`config.mk`:
```
export PLATFORM = sky130hd
export DESIGN_NAME = swt16_top
export DESIGN_NICKNAME = d
export VERILOG_FILES = /design/src/hw/swt16_pkg.sv /design/src/hw/swt16_regfile.sv /design/src/hw/swt16_fetch.sv /design/src/hw/swt16_decode.sv /design/src/hw/swt16_execute.sv /design/src/hw/swt16_memory.sv /design/src/hw/swt16_top.sv
export VERILOG_INCLUDE_DIRS = /design/src /design/src/hw
export SDC_FILE = /design/constraint.sdc
export NUM_CORES = 2
export LEC_CHECK = 0
export ABC_CLOCK_PERIOD_IN_PS = 8800
export CORE_ASPECT_RATIO = 0.7
export CORE_MARGIN = 2
export CORE_UTILIZATION = 29
export CTS_BUF_LIST = sky130_fd_sc_hd__clkbuf_4 sky130_fd_sc_hd__clkbuf_8
export CTS_CLUSTER_SIZE = 10
export DETAILED_ROUTE_END_ITERATION = 7
export DONT_BUFFER_PORTS = 1
export SLEW_MARGIN = 30
export SYNTH_ARGS = -nofsm -noshare
export SYNTH_HDL_FRONTEND = slang
export SYNTH_HIERARCHICAL = 1
export SYNTH_MEMORY_MAX_BITS = 65536
export SYNTH_SLANG_ARGS = --single-unit
```
`constraint.sdc`:
```
create_clock -name clock -period 8.8 [get_ports clock]
set_input_delay 0.88 -clock clock [delete_from_list [all_inputs] [get_ports clock]]
set_output_delay 0.88 -clock clock [all_outputs]
set_load 0.05 [all_outputs]
```
`src/hw/swt16_cfg.svh`:
```
`ifndef SWT16_CFG_SVH
`define SWT16_CFG_SVH

// Data path and register file
`define SWT16_WORD_W 16
`define SWT16_REG_IDX_W 4

// Program counter holds byte addresses
`define SWT16_PC_W 12
`define SWT16_PC_STEP 2

// Internal data memory, word addressed
`define SWT16_DMEM_DEPTH 256
`define SWT16_DMEM_IDX_W 8

`endif

```
`src/hw/swt16_pkg.sv`:
```
`include "swt16_cfg.svh"

package swt16_pkg;

   typedef enum logic [3:0] {
      OP_NOP,
      OP_ADD,
      OP_SUB,
      OP_AND,
      OP_OR,
      OP_XOR,
      OP_SLL,
      OP_SRL,
      OP_SRA,
      OP_LDI,
      OP_LD,
      OP_ST,
      OP_BEQZ,
      OP_BGTZ,
      OP_BLTZ,
      OP_HALT
   } opcode_e;

   // Register form
   typedef struct packed {
      opcode_e                      opcode;
      logic [`SWT16_REG_IDX_W-1:0]  rd;
      logic [`SWT16_REG_IDX_W-1:0]  rs1;
      logic [`SWT16_REG_IDX_W-1:0]  rs2;
   } instr_r_t;

   // Immediate form, rd is the tested register for branches
   typedef struct packed {
      opcode_e                      opcode;
      logic [`SWT16_REG_IDX_W-1:0]  rd;
      logic signed [7:0]            imm;
   } instr_i_t;

   typedef union packed {
      instr_r_t r;
      instr_i_t i;
   } instr_u;

   typedef struct packed {
      logic                         valid;
      logic [`SWT16_PC_W-1:0]       pc;
      instr_u                       instr;
   } fetch_dc_t;

   typedef struct packed {
      logic                         valid;
      opcode_e                      opcode;
      logic [`SWT16_REG_IDX_W-1:0]  rd;
      logic                         we;
      logic [`SWT16_WORD_W-1:0]     a;
      logic [`SWT16_WORD_W-1:0]     b;
      logic [`SWT16_WORD_W-1:0]     imm;
      logic [`SWT16_PC_W-1:0]       pc;
   } dc_ex_t;

   typedef struct packed {
      logic                         valid;
      opcode_e                      opcode;
      logic [`SWT16_REG_IDX_W-1:0]  rd;
      logic                         we;
      logic [`SWT16_WORD_W-1:0]     result;
      logic [`SWT16_WORD_W-1:0]     store_data;
   } ex_mem_t;

   typedef struct packed {
      logic                         valid;
      logic [`SWT16_REG_IDX_W-1:0]  idx;
      logic [`SWT16_WORD_W-1:0]     value;
   } wb_t;

   typedef struct packed {
      logic                         valid;
      logic [`SWT16_PC_W-1:0]       target;
      logic                         halt;
   } redirect_t;

endpackage

```
`src/hw/swt16_regfile.sv`:
```
`timescale 1ns/1ps
`include "swt16_cfg.svh"

module swt16_regfile (
   input  logic                          clock,
   input  logic                          rst_n,
   input  swt16_pkg::wb_t                wb,
   input  logic [`SWT16_REG_IDX_W-1:0]   rs1_idx,
   input  logic [`SWT16_REG_IDX_W-1:0]   rs2_idx,
   input  logic [`SWT16_REG_IDX_W-1:0]   rd_idx,
   output logic [`SWT16_WORD_W-1:0]      rs1_val,
   output logic [`SWT16_WORD_W-1:0]      rs2_val,
   output logic [`SWT16_WORD_W-1:0]      rd_val
);

   logic [`SWT16_WORD_W-1:0] regs [2**`SWT16_REG_IDX_W];

   always_ff @(posedge clock) begin
      if (!rst_n) begin
         for (int i = 0; i < 2**`SWT16_REG_IDX_W; i++) begin
            regs[i] <= '0;
         end
      end else if (wb.valid) begin
         regs[wb.idx] <= wb.value;
      end
   end

   // Write-first, a same-cycle write wins over the stored word
   assign rs1_val = (wb.valid && wb.idx == rs1_idx) ? wb.value : regs[rs1_idx];
   assign rs2_val = (wb.valid && wb.idx == rs2_idx) ? wb.value : regs[rs2_idx];
   assign rd_val  = (wb.valid && wb.idx == rd_idx) ? wb.value : regs[rd_idx];

endmodule

```
`src/hw/swt16_fetch.sv`:
```
`timescale 1ns/1ps
`include "swt16_cfg.svh"

module swt16_fetch (
   input  logic                    clock,
   input  logic                    rst_n,
   input  logic                    instr_valid,
   input  swt16_pkg::instr_u       instr_word,
   input  logic                    stall,
   input  swt16_pkg::redirect_t    redirect,
   output logic [`SWT16_PC_W-1:0]  instr_addr,
   output logic                    instr_ready,
   output swt16_pkg::fetch_dc_t    fd
);

   logic [`SWT16_PC_W-1:0] pc_q;
   logic                   halt_q;
   logic                   accept;

   // Words offered during a redirect belong to the old path
   assign instr_ready = !halt_q && !stall && !redirect.valid;
   assign accept      = instr_valid && instr_ready;
   assign instr_addr  = pc_q;

   always_ff @(posedge clock) begin
      if (accept) begin
         fd.pc    <= pc_q;
         fd.instr <= instr_word;
      end

      if (!rst_n) begin
         pc_q     <= '0;
         halt_q   <= 1'b0;
         fd.valid <= 1'b0;
      end else if (redirect.valid) begin
         pc_q     <= redirect.target;
         fd.valid <= 1'b0;
         if (redirect.halt) begin
            halt_q <= 1'b1;
         end
      end else if (!stall) begin
         // Bubble when the port has nothing for us
         fd.valid <= accept;
         if (accept) begin
            pc_q <= pc_q + `SWT16_PC_W'(`SWT16_PC_STEP);
         end
      end
   end

endmodule

```
`src/hw/swt16_decode.sv`:
```
`timescale 1ns/1ps
`include "swt16_cfg.svh"

module swt16_decode (
   input  logic                  clock,
   input  logic                  rst_n,
   input  swt16_pkg::fetch_dc_t  fd,
   input  logic                  flush,
   input  swt16_pkg::ex_mem_t    ex_fwd,
   input  swt16_pkg::wb_t        wb,
   output logic                  stall,
   output swt16_pkg::dc_ex_t     de
);
   import swt16_pkg::*;

   logic [`SWT16_WORD_W-1:0]     rs1_val;
   logic [`SWT16_WORD_W-1:0]     rs2_val;
   logic [`SWT16_WORD_W-1:0]     rd_val;
   logic [`SWT16_REG_IDX_W-1:0]  a_idx;
   logic [`SWT16_REG_IDX_W-1:0]  b_idx;
   logic                         use_a;
   logic                         use_b;
   logic                         is_branch;
   logic                         we;
   dc_ex_t                       de_q;
   logic [`SWT16_REG_IDX_W-1:0]  a_idx_q;
   logic [`SWT16_REG_IDX_W-1:0]  b_idx_q;

   // Newest producer first: execute result, then writeback
   function automatic logic [`SWT16_WORD_W-1:0] forward(
      input ex_mem_t                     ex,
      input wb_t                         w,
      input logic [`SWT16_REG_IDX_W-1:0] idx,
      input logic [`SWT16_WORD_W-1:0]    raw
   );
      if (ex.valid && ex.we && ex.rd == idx) begin
         return ex.result;
      end
      if (w.valid && w.idx == idx) begin
         return w.value;
      end
      return raw;
   endfunction

   swt16_regfile u_regfile (
      .clock   (clock),
      .rst_n   (rst_n),
      .wb      (wb),
      .rs1_idx (fd.instr.r.rs1),
      .rs2_idx (fd.instr.r.rs2),
      .rd_idx  (fd.instr.r.rd),
      .rs1_val (rs1_val),
      .rs2_val (rs2_val),
      .rd_val  (rd_val)
   );

   always_comb begin
      use_a     = 1'b0;
      use_b     = 1'b0;
      is_branch = 1'b0;
      we        = 1'b0;
      case (fd.instr.r.opcode)
         OP_ADD, OP_SUB, OP_AND, OP_OR, OP_XOR, OP_SLL, OP_SRL, OP_SRA: begin
            use_a = 1'b1;
            use_b = 1'b1;
            we    = 1'b1;
         end
         OP_LDI: we = 1'b1;
         OP_LD: begin
            use_a = 1'b1;
            we    = 1'b1;
         end
         OP_ST: begin
            use_a = 1'b1;
            use_b = 1'b1;
         end
         OP_BEQZ, OP_BGTZ, OP_BLTZ: begin
            use_a     = 1'b1;
            is_branch = 1'b1;
         end
         default: ;
      endcase
      a_idx = is_branch ? fd.instr.i.rd : fd.instr.r.rs1;
      b_idx = fd.instr.r.rs2;
   end

   // Load data only exists after the memory stage, so wait one slot
   assign stall = fd.valid && de_q.valid && de_q.opcode == OP_LD &&
                  ((use_a && a_idx == de_q.rd) || (use_b && b_idx == de_q.rd));

   always_ff @(posedge clock) begin
      de_q.opcode <= fd.instr.r.opcode;
      de_q.rd     <= fd.instr.r.rd;
      de_q.we     <= we;
      de_q.a      <= is_branch ? rd_val : rs1_val;
      de_q.b      <= rs2_val;
      de_q.imm    <= {{(`SWT16_WORD_W-8){fd.instr.i.imm[7]}}, fd.instr.i.imm};
      de_q.pc     <= fd.pc;
      a_idx_q     <= a_idx;
      b_idx_q     <= b_idx;
      if (!rst_n) begin
         de_q.valid <= 1'b0;
      end else begin
         de_q.valid <= fd.valid && !stall && !flush;
      end
   end

   // Operands captured a cycle ago miss the two instructions ahead
   always_comb begin
      de   = de_q;
      de.a = forward(ex_fwd, wb, a_idx_q, de_q.a);
      de.b = forward(ex_fwd, wb, b_idx_q, de_q.b);
   end

endmodule

```
`src/hw/swt16_execute.sv`:
```
`timescale 1ns/1ps
`include "swt16_cfg.svh"

module swt16_execute (
   input  logic                  clock,
   input  logic                  rst_n,
   input  swt16_pkg::dc_ex_t     de,
   output swt16_pkg::redirect_t  redirect,
   output logic                  flush,
   output swt16_pkg::ex_mem_t    em
);
   import swt16_pkg::*;

   logic [`SWT16_WORD_W-1:0] result;
   logic                     taken;
   logic                     is_halt;
   logic [`SWT16_PC_W-1:0]   target;

   always_comb begin
      // LD and ST pass rs1 through as the memory index
      result = de.a;
      taken  = 1'b0;
      case (de.opcode)
         OP_ADD:  result = de.a + de.b;
         OP_SUB:  result = de.a - de.b;
         OP_AND:  result = de.a & de.b;
         OP_OR:   result = de.a | de.b;
         OP_XOR:  result = de.a ^ de.b;
         OP_SLL:  result = de.a << de.b[3:0];
         OP_SRL:  result = de.a >> de.b[3:0];
         OP_SRA:  result = $signed(de.a) >>> de.b[3:0];
         OP_LDI:  result = de.imm;
         OP_BEQZ: taken = (de.a == '0);
         OP_BGTZ: taken = ($signed(de.a) > 0);
         OP_BLTZ: taken = ($signed(de.a) < 0);
         default: ;
      endcase
   end

   assign is_halt = de.valid && de.opcode == OP_HALT;

   // Offset counts instructions, two bytes each
   assign target = de.pc + {de.imm[`SWT16_PC_W-2:0], 1'b0};

   always_comb begin
      redirect.valid  = (de.valid && taken) || is_halt;
      redirect.target = target;
      redirect.halt   = is_halt;
   end

   assign flush = redirect.valid;

   always_ff @(posedge clock) begin
      em.opcode     <= de.opcode;
      em.rd         <= de.rd;
      em.we         <= de.we;
      em.result     <= result;
      em.store_data <= de.b;
      if (!rst_n) begin
         em.valid <= 1'b0;
      end else begin
         em.valid <= de.valid;
      end
   end

endmodule

```
`src/hw/swt16_memory.sv`:
```
`timescale 1ns/1ps
`include "swt16_cfg.svh"

module swt16_memory (
   input  logic                clock,
   input  logic                rst_n,
   input  swt16_pkg::ex_mem_t  em,
   output swt16_pkg::wb_t      wb,
   output logic                halted
);
   import swt16_pkg::*;

   logic [`SWT16_WORD_W-1:0]     dmem [`SWT16_DMEM_DEPTH];
   logic [`SWT16_DMEM_IDX_W-1:0] dmem_idx;
   logic [`SWT16_WORD_W-1:0]     load_word;

   // Index wraps at the memory depth
   assign dmem_idx  = em.result[`SWT16_DMEM_IDX_W-1:0];
   assign load_word = dmem[dmem_idx];

   always_ff @(posedge clock) begin
      if (em.valid && em.opcode == OP_ST) begin
         dmem[dmem_idx] <= em.store_data;
      end
   end

   always_ff @(posedge clock) begin
      wb.idx   <= em.rd;
      wb.value <= (em.opcode == OP_LD) ? load_word : em.result;
      if (!rst_n) begin
         wb.valid <= 1'b0;
         halted   <= 1'b0;
      end else begin
         wb.valid <= em.valid && em.we;
         // Sticky until reset
         if (em.valid && em.opcode == OP_HALT) begin
            halted <= 1'b1;
         end
      end
   end

endmodule

```
`src/hw/swt16_top.sv`:
```
`timescale 1ns/1ps
`include "swt16_cfg.svh"

module swt16_top (
   input  logic                    clock,
   input  logic                    rst_n,
   input  logic                    instr_valid,
   input  swt16_pkg::instr_u       instr_word,
   output logic [`SWT16_PC_W-1:0]  instr_addr,
   output logic                    instr_ready,
   output swt16_pkg::wb_t          wb,
   output logic                    halted
);
   import swt16_pkg::*;

   fetch_dc_t fd;
   dc_ex_t    de;
   ex_mem_t   em;
   redirect_t redirect;
   logic      flush;
   logic      stall;

   swt16_fetch u_fetch (
      .clock       (clock),
      .rst_n       (rst_n),
      .instr_valid (instr_valid),
      .instr_word  (instr_word),
      .stall       (stall),
      .redirect    (redirect),
      .instr_addr  (instr_addr),
      .instr_ready (instr_ready),
      .fd          (fd)
   );

   swt16_decode u_decode (
      .clock  (clock),
      .rst_n  (rst_n),
      .fd     (fd),
      .flush  (flush),
      .ex_fwd (em),
      .wb     (wb),
      .stall  (stall),
      .de     (de)
   );

   swt16_execute u_execute (
      .clock    (clock),
      .rst_n    (rst_n),
      .de       (de),
      .redirect (redirect),
      .flush    (flush),
      .em       (em)
   );

   swt16_memory u_memory (
      .clock  (clock),
      .rst_n  (rst_n),
      .em     (em),
      .wb     (wb),
      .halted (halted)
   );

endmodule

```
## Yosys cells after proc, flatten, opt, wreduce, memory -nomap -nowiden

Memories as Yosys holds them, arrays and structs flattened. A register that Yosys moved wholly into a read port is not among the register bits.
Index checks and enable logic that the tools add are counted.

- Word-level logic and storage cells: 159
- Output and inout port bits: 35
- Input bits: 19
- RAM bits: 4352
- Memories: 2
- Register bits after elaboration: 176

Memories:

| name | depth | bits a word | rd ports | clocked after memory_dff | write ports | line | source |
|---|---|---|---|---|---|---|---|
| u_memory.dmem | 256 | 16 | 1 | 1 | 1 | swt16_memory.sv:13 | `` logic [`SWT16_WORD_W-1:0] dmem [`SWT16_DMEM_DEPTH]; `` |
| u_decode.u_regfile.regs | 16 | 16 | 3 | 3 | 16 | swt16_regfile.sv:16 | `` logic [`SWT16_WORD_W-1:0] regs [2**`SWT16_REG_IDX_W]; `` |

- $add $sub $neg: 4
- Bitwise logic cells: 4
- Eq/ne operators: 41
- Order comparisons: 2
- Shifts and indexed selects: 3
- Muxes and demuxes: 41
- Reduce and logical (&&, ||, !) cells: 37

Operators by type and width:

| operator | count |
|---|---|
| two-way mux 16 bit | 14 |
| case mux 16 bit (9 select lines) | 1 |
| equality test 4 bit, second input constant | 17 |
| equality test 4 bit | 9 |
| two-way mux 12 bit | 3 |
| equality test 4 x 3 -> 1 bit, second input constant | 8 |
| logical AND 1 bit | 22 |
| two-way mux 4 bit | 5 |
| two-way mux 1 bit | 17 |
| adder 16 bit | 1 |
| AND 16 bit | 1 |
| equality test 4 x 2 -> 1 bit, second input constant | 4 |
| greater-than comparator 16 x 1 -> 1 bit, second input constant | 1 |
| zero test 16 bit | 1 |
| < comparator 16 x 1 -> 1 bit, second input constant | 1 |
| bitwise OR 16 bit | 1 |
| OR reduction 16 bit | 1 |
| left shift 16 x 4 -> 16 bit | 1 |
| right shift 16 x 4 -> 16 bit | 1 |
| >>> shifter 16 x 4 -> 16 bit | 1 |
| subtractor 16 bit | 1 |
| bitwise XOR 16 bit | 1 |
| OR reduction 13 bit | 1 |
| adder 12 bit | 1 |
| other kinds (13) | 18 |

## Longest topological paths before layout

- Depth after elaboration: 16
- Gate-level depth with buffers: 21
- Mapped depth without buffers: 18

## Cells and area by module

The synthesis kept the hierarchy.

Modules (own cells, without submodules):

| module | instances | area each (sq um) | cells an instance | sequential area each (sq um) |
|---|---|---|---|---|
| swt16_memory | 1 | 156859.2 | 6901 | 123438.4 |
| swt16_regfile | 1 | 16570.9 | 1056 | 7687.4 |
| swt16_execute | 1 | 5293.8 | 659 | 840.8 |
| swt16_decode | 1 | 3034.2 | 303 | 1321.3 |
| swt16_fetch | 1 | 1570.3 | 111 | 1121.1 |

## Worst setup path before layout

No wires, ideal clock.

- Kind: register -> output
- From: register u_memory/wb[17] (netlist name)
- To: output port instr_ready
- Slack: 3.630 ns
- Arrival time: 4.290 ns
- Cell stages (with the launch flop): 15
- Path buffers: 4
- Cells stage by stage: dfxtp_1 -> xor2_1 -> nor4_4 -> buf_8 -> mux2i_1 -> a21oi_1 -> clkbuf_1 -> nor4_1 -> nand4_1 -> and2_1 -> o21ai_0 -> a21oi_1 -> buf_4 -> clkbuf_1 -> nor3_1

RTL lines:

| item | line | source |
|---|---|---|
| end, declared | swt16_top.sv:10 | `output logic instr_ready,` |

==> results.cfg <==
[outcome]
status = complete, but fails checks
violations = design-rule violations

[final_layout]
area_growth_pct = 13.6
utilization = 0.330
drive_above_1_share = 0.310
multi_input_area_mm2 = 0.0464
nets = 9664
layout_common_cells = edfxtp_1 (4380), mux4_2 (1199), clkbuf_8 (670)
register_area_mm2 = 0.135
final_common_cell = edfxtp_1
n_fill_cell = 59400

[logic_synthesis]
syn_area_mm2 = 0.183
ys_seq_area_frac = 0.733
synth_top_family_by_area = multiplexers
ys_warn_count = 6
netlist_instances = 9030
synth-simple-area-share = 0.0324
synth_compound_area_frac = 0.0346
async_reset_ff_frac = 0
syn-num-nets = 9111
synthMuxAreaShare = 0.171
ys_ff_latch = 4524
synth-edff-count = 4380
syn_area_per_cell_um2 = 20.3
synth_cell_type_count = 93
synth-xor-area-share = 0.00339
synth_adder_area_share = 0.00431
synthFlopType = edfxtp_1

[pwr]
p_leak_nw = 64.6
ir_drop_mv = 0.162
switchingPower_w = 0.0154
p_comb_frac = 0.195
p_clk_frac = 0.323
sw_frac_of_total = 0.301
total_power_w = 0.0513
internal_power_w = 0.0359
seq_power_share = 0.482
p_per_area_mw_per_mm2 = 246

[floorplan]
pin_count = 54
start_util = 0.291
rows = 244
die_area_mm2 = 0.639
die_h_um = 669
core-area_mm2 = 0.630
fp.dieW_um = 954

[placement]
place_ws_ps = 2790
place_hpwl_um = 334000
place_congestion = 0.884
io_buffers = 0

[setup_path]
critPathRequiredTime_ps = 7920
rr_endpoint = u_execute/em[30]
start_kind = flop
crit_arrival_ps = 5550
regToRegStartpoint = u_memory/wb[18]
end_kind = output pin
cpMostUsedCell = a21oi_1
max_stage_delay_ps = 910
reg2reg_slack_ps = 2520
path_cells = xnor2_1 -> nand2_1 -> nor4_4 -> buf_4 -> mux2i_1 -> a21oi_1 -> nor4_1 -> nand4_1 -> nor3_1 -> a21oi_1 -> a21oi_1 -> buf_4 -> nor3_2
slowest_stage = dfxtp_1
crit_start = u_memory/wb[19]
crit_type = reg2out
ff2ff_path_depth = 17
critical_path.max_fanout = 16

[sta]
fmax_mhz = 155
fin_crit_sh = 0.731
rsz0062_at_grt = false
min_period_ps = 6430
worst_slack_ps = 2370
hold_viol_final = 0
worstMarginPinSlew_ps = 1190
maxSlewHeadroom = 0.205
setup_viol = 0
skew_ps = 181
slew_violations = 0
fin_setup_tns_ps = 0

[route]
num_vias = 97900
drc_errors = 3
drt-vias-per-instance = 5.31
first_iter_violations = 15000
wl_um = 546000
wl_per_cell_um = 29.6
dr.pass1.iters = 8
ant_nets = 0

[flow_run]
drv_cap = 0

[clock_tree]
cts_tree = done
htreeDepth = 6
clk_pin_slew_ps = 70
clockRootBuffer = clkbuf_8
clk_path_buf_depth = 4
clock_sinks = 4524
cts_made_buffers = 648
clk_latency_ps = 1340

[worst_hold_path]
holdPathStages = 3
min-delay-start = instr_valid
whs_endpoint = u_fetch/instr_addr[3]
holdCritPathClass = in2reg

[global_route]
antenna_found_initial = 47
grt_max_degree = 184
grt_pass1_wl_um = 756000
grt_pass1_vias = 94300
grt.total_usage = 0.165
overflow = 0
## worst max-delay path by stage
stage	endpoint	slack, ps	cells after the start
3_3_place_gp	u_execute/em[30]	2540	18
2_1_floorplan	instr_ready	3630	14
6_report	instr_ready	2370	13
5_1_grt	instr_ready	2110	13
3_5_place_dp	u_execute/em[30]	2790	17
4_1_cts	instr_ready	2320	13
## cell families after synthesis
logic type,Yosys count
AOI/OAI and AO/OA,941
xor gates and xnor gates,71
adders and majority gates,62
buffers and inverters,659
DFF,4524
muxes,1619
and+or+nand+nor,1154
## power by group through the flow
stage | clock [W] | sequential (W) | combinational (W)
floorplan | 0 | 0.0255 | 0.00540
global route | 0.0178 | 0.0248 | 0.0103
detailed placement | 0 | 0.0253 | 0.00965
finish | 0.0166 | 0.0248 | 0.0100
CTS | 0.0169 | 0.0248 | 0.00968
global placement | 0 | 0.0252 | 0.00959
## Yosys cell counts, types with 50 or more instances
cell      count  area (µm²)
a21oi_1     156         781
a22oi_1     156        1170
and2_1      268        1680
buf_2       154         771
buf_4       114         856
buf_6        91        1020
clkbuf_1    210         788
dfxtp_1     144        2880
edfxtp_1   4380      132000
ha_1         60         751
inv_1        53         199
mux2_2      124        1400
mux2i_1     295        2950
mux4_2     1199       27000
nand2_1     152         571
nand3_1      51         255
nor2_1      413        1550
nor4_1       50         313
o21ai_0     136         681
o22ai_1     184        1150
## state kept, by name, indices dropped and copies added (netlist names)
signal / count
u_memory/dmem: 4096
u_decode/u_regfile/regs: 256
u_execute/em: 42
u_decode/de_q: 32
u_fetch/fd: 29
u_decode/de: 27
u_memory/wb: 21
u_fetch/instr_addr: 12
u_decode/a_idx_q: 4
u_decode/b_idx_q: 3
u_fetch/halt_q: 1
u_memory/halted: 1
## worst max-delay path, delay by kind of cell (launching register included)
family | cells | cell delay (ps)
multiplexers | 1 | 120
AO/OA/AOI/OAI | 3 | 1130
XOR/XNOR | 1 | 200
AND/OR/NAND/NOR | 6 | 1350
buffers and inverters | 2 | 550
flip-flops | 1 | 910
## area by class of cell
class | count | share of cell area
timing repair buffer | 506 | 0.0206
tap | 8364 | 0.0502
antenna | 14 | 0.000168
inverter | 56 | 0.00101
multi-input combinational | 3847 | 0.223
clock inverter | 247 | 0.00746
sequential | 4524 | 0.646
clock buffer | 888 | 0.0521
## through the flow
| stage | area (µm²) | hold WS [ps] | cells |
|---|---|---|---|
| after floorplan | 183000 | 323 | 9030 |
| after global placement | 195000 | 329 | 17300 |
| after detailed placement | 195000 | 330 | 17300 |
| after CTS | 208000 | 71.6 | 18400 |
| after global routing | 208000 | 169 | 18400 |
| final | 208000 | 214 | 18400 |
## repair_timing
| action | 4_1_cts | 5_1_grt |
|---|---|---|
| gates resized for setup | 0 | 0 |
| hold buffers | 20 | 0 |
| setup buffers | 0 | 0 |
| hold endpoints to repair | 76 | 0 |
## metal layers
| metal | track usage | share of wire | vias up |
|---|---|---|---|
| li1 | - | - | 38800 |
| met1 | 0.252 | 0.44 | 52300 |
| met2 | 0.222 | 0.41 | 6004 |
| met3 | 0.0588 | 0.14 | 737 |
| met4 | 0.0349 | 0.021 | 8 |
| met5 | 0 | 0.000095 | - |
Note: power is estimated with default switching activity, not from simulation.
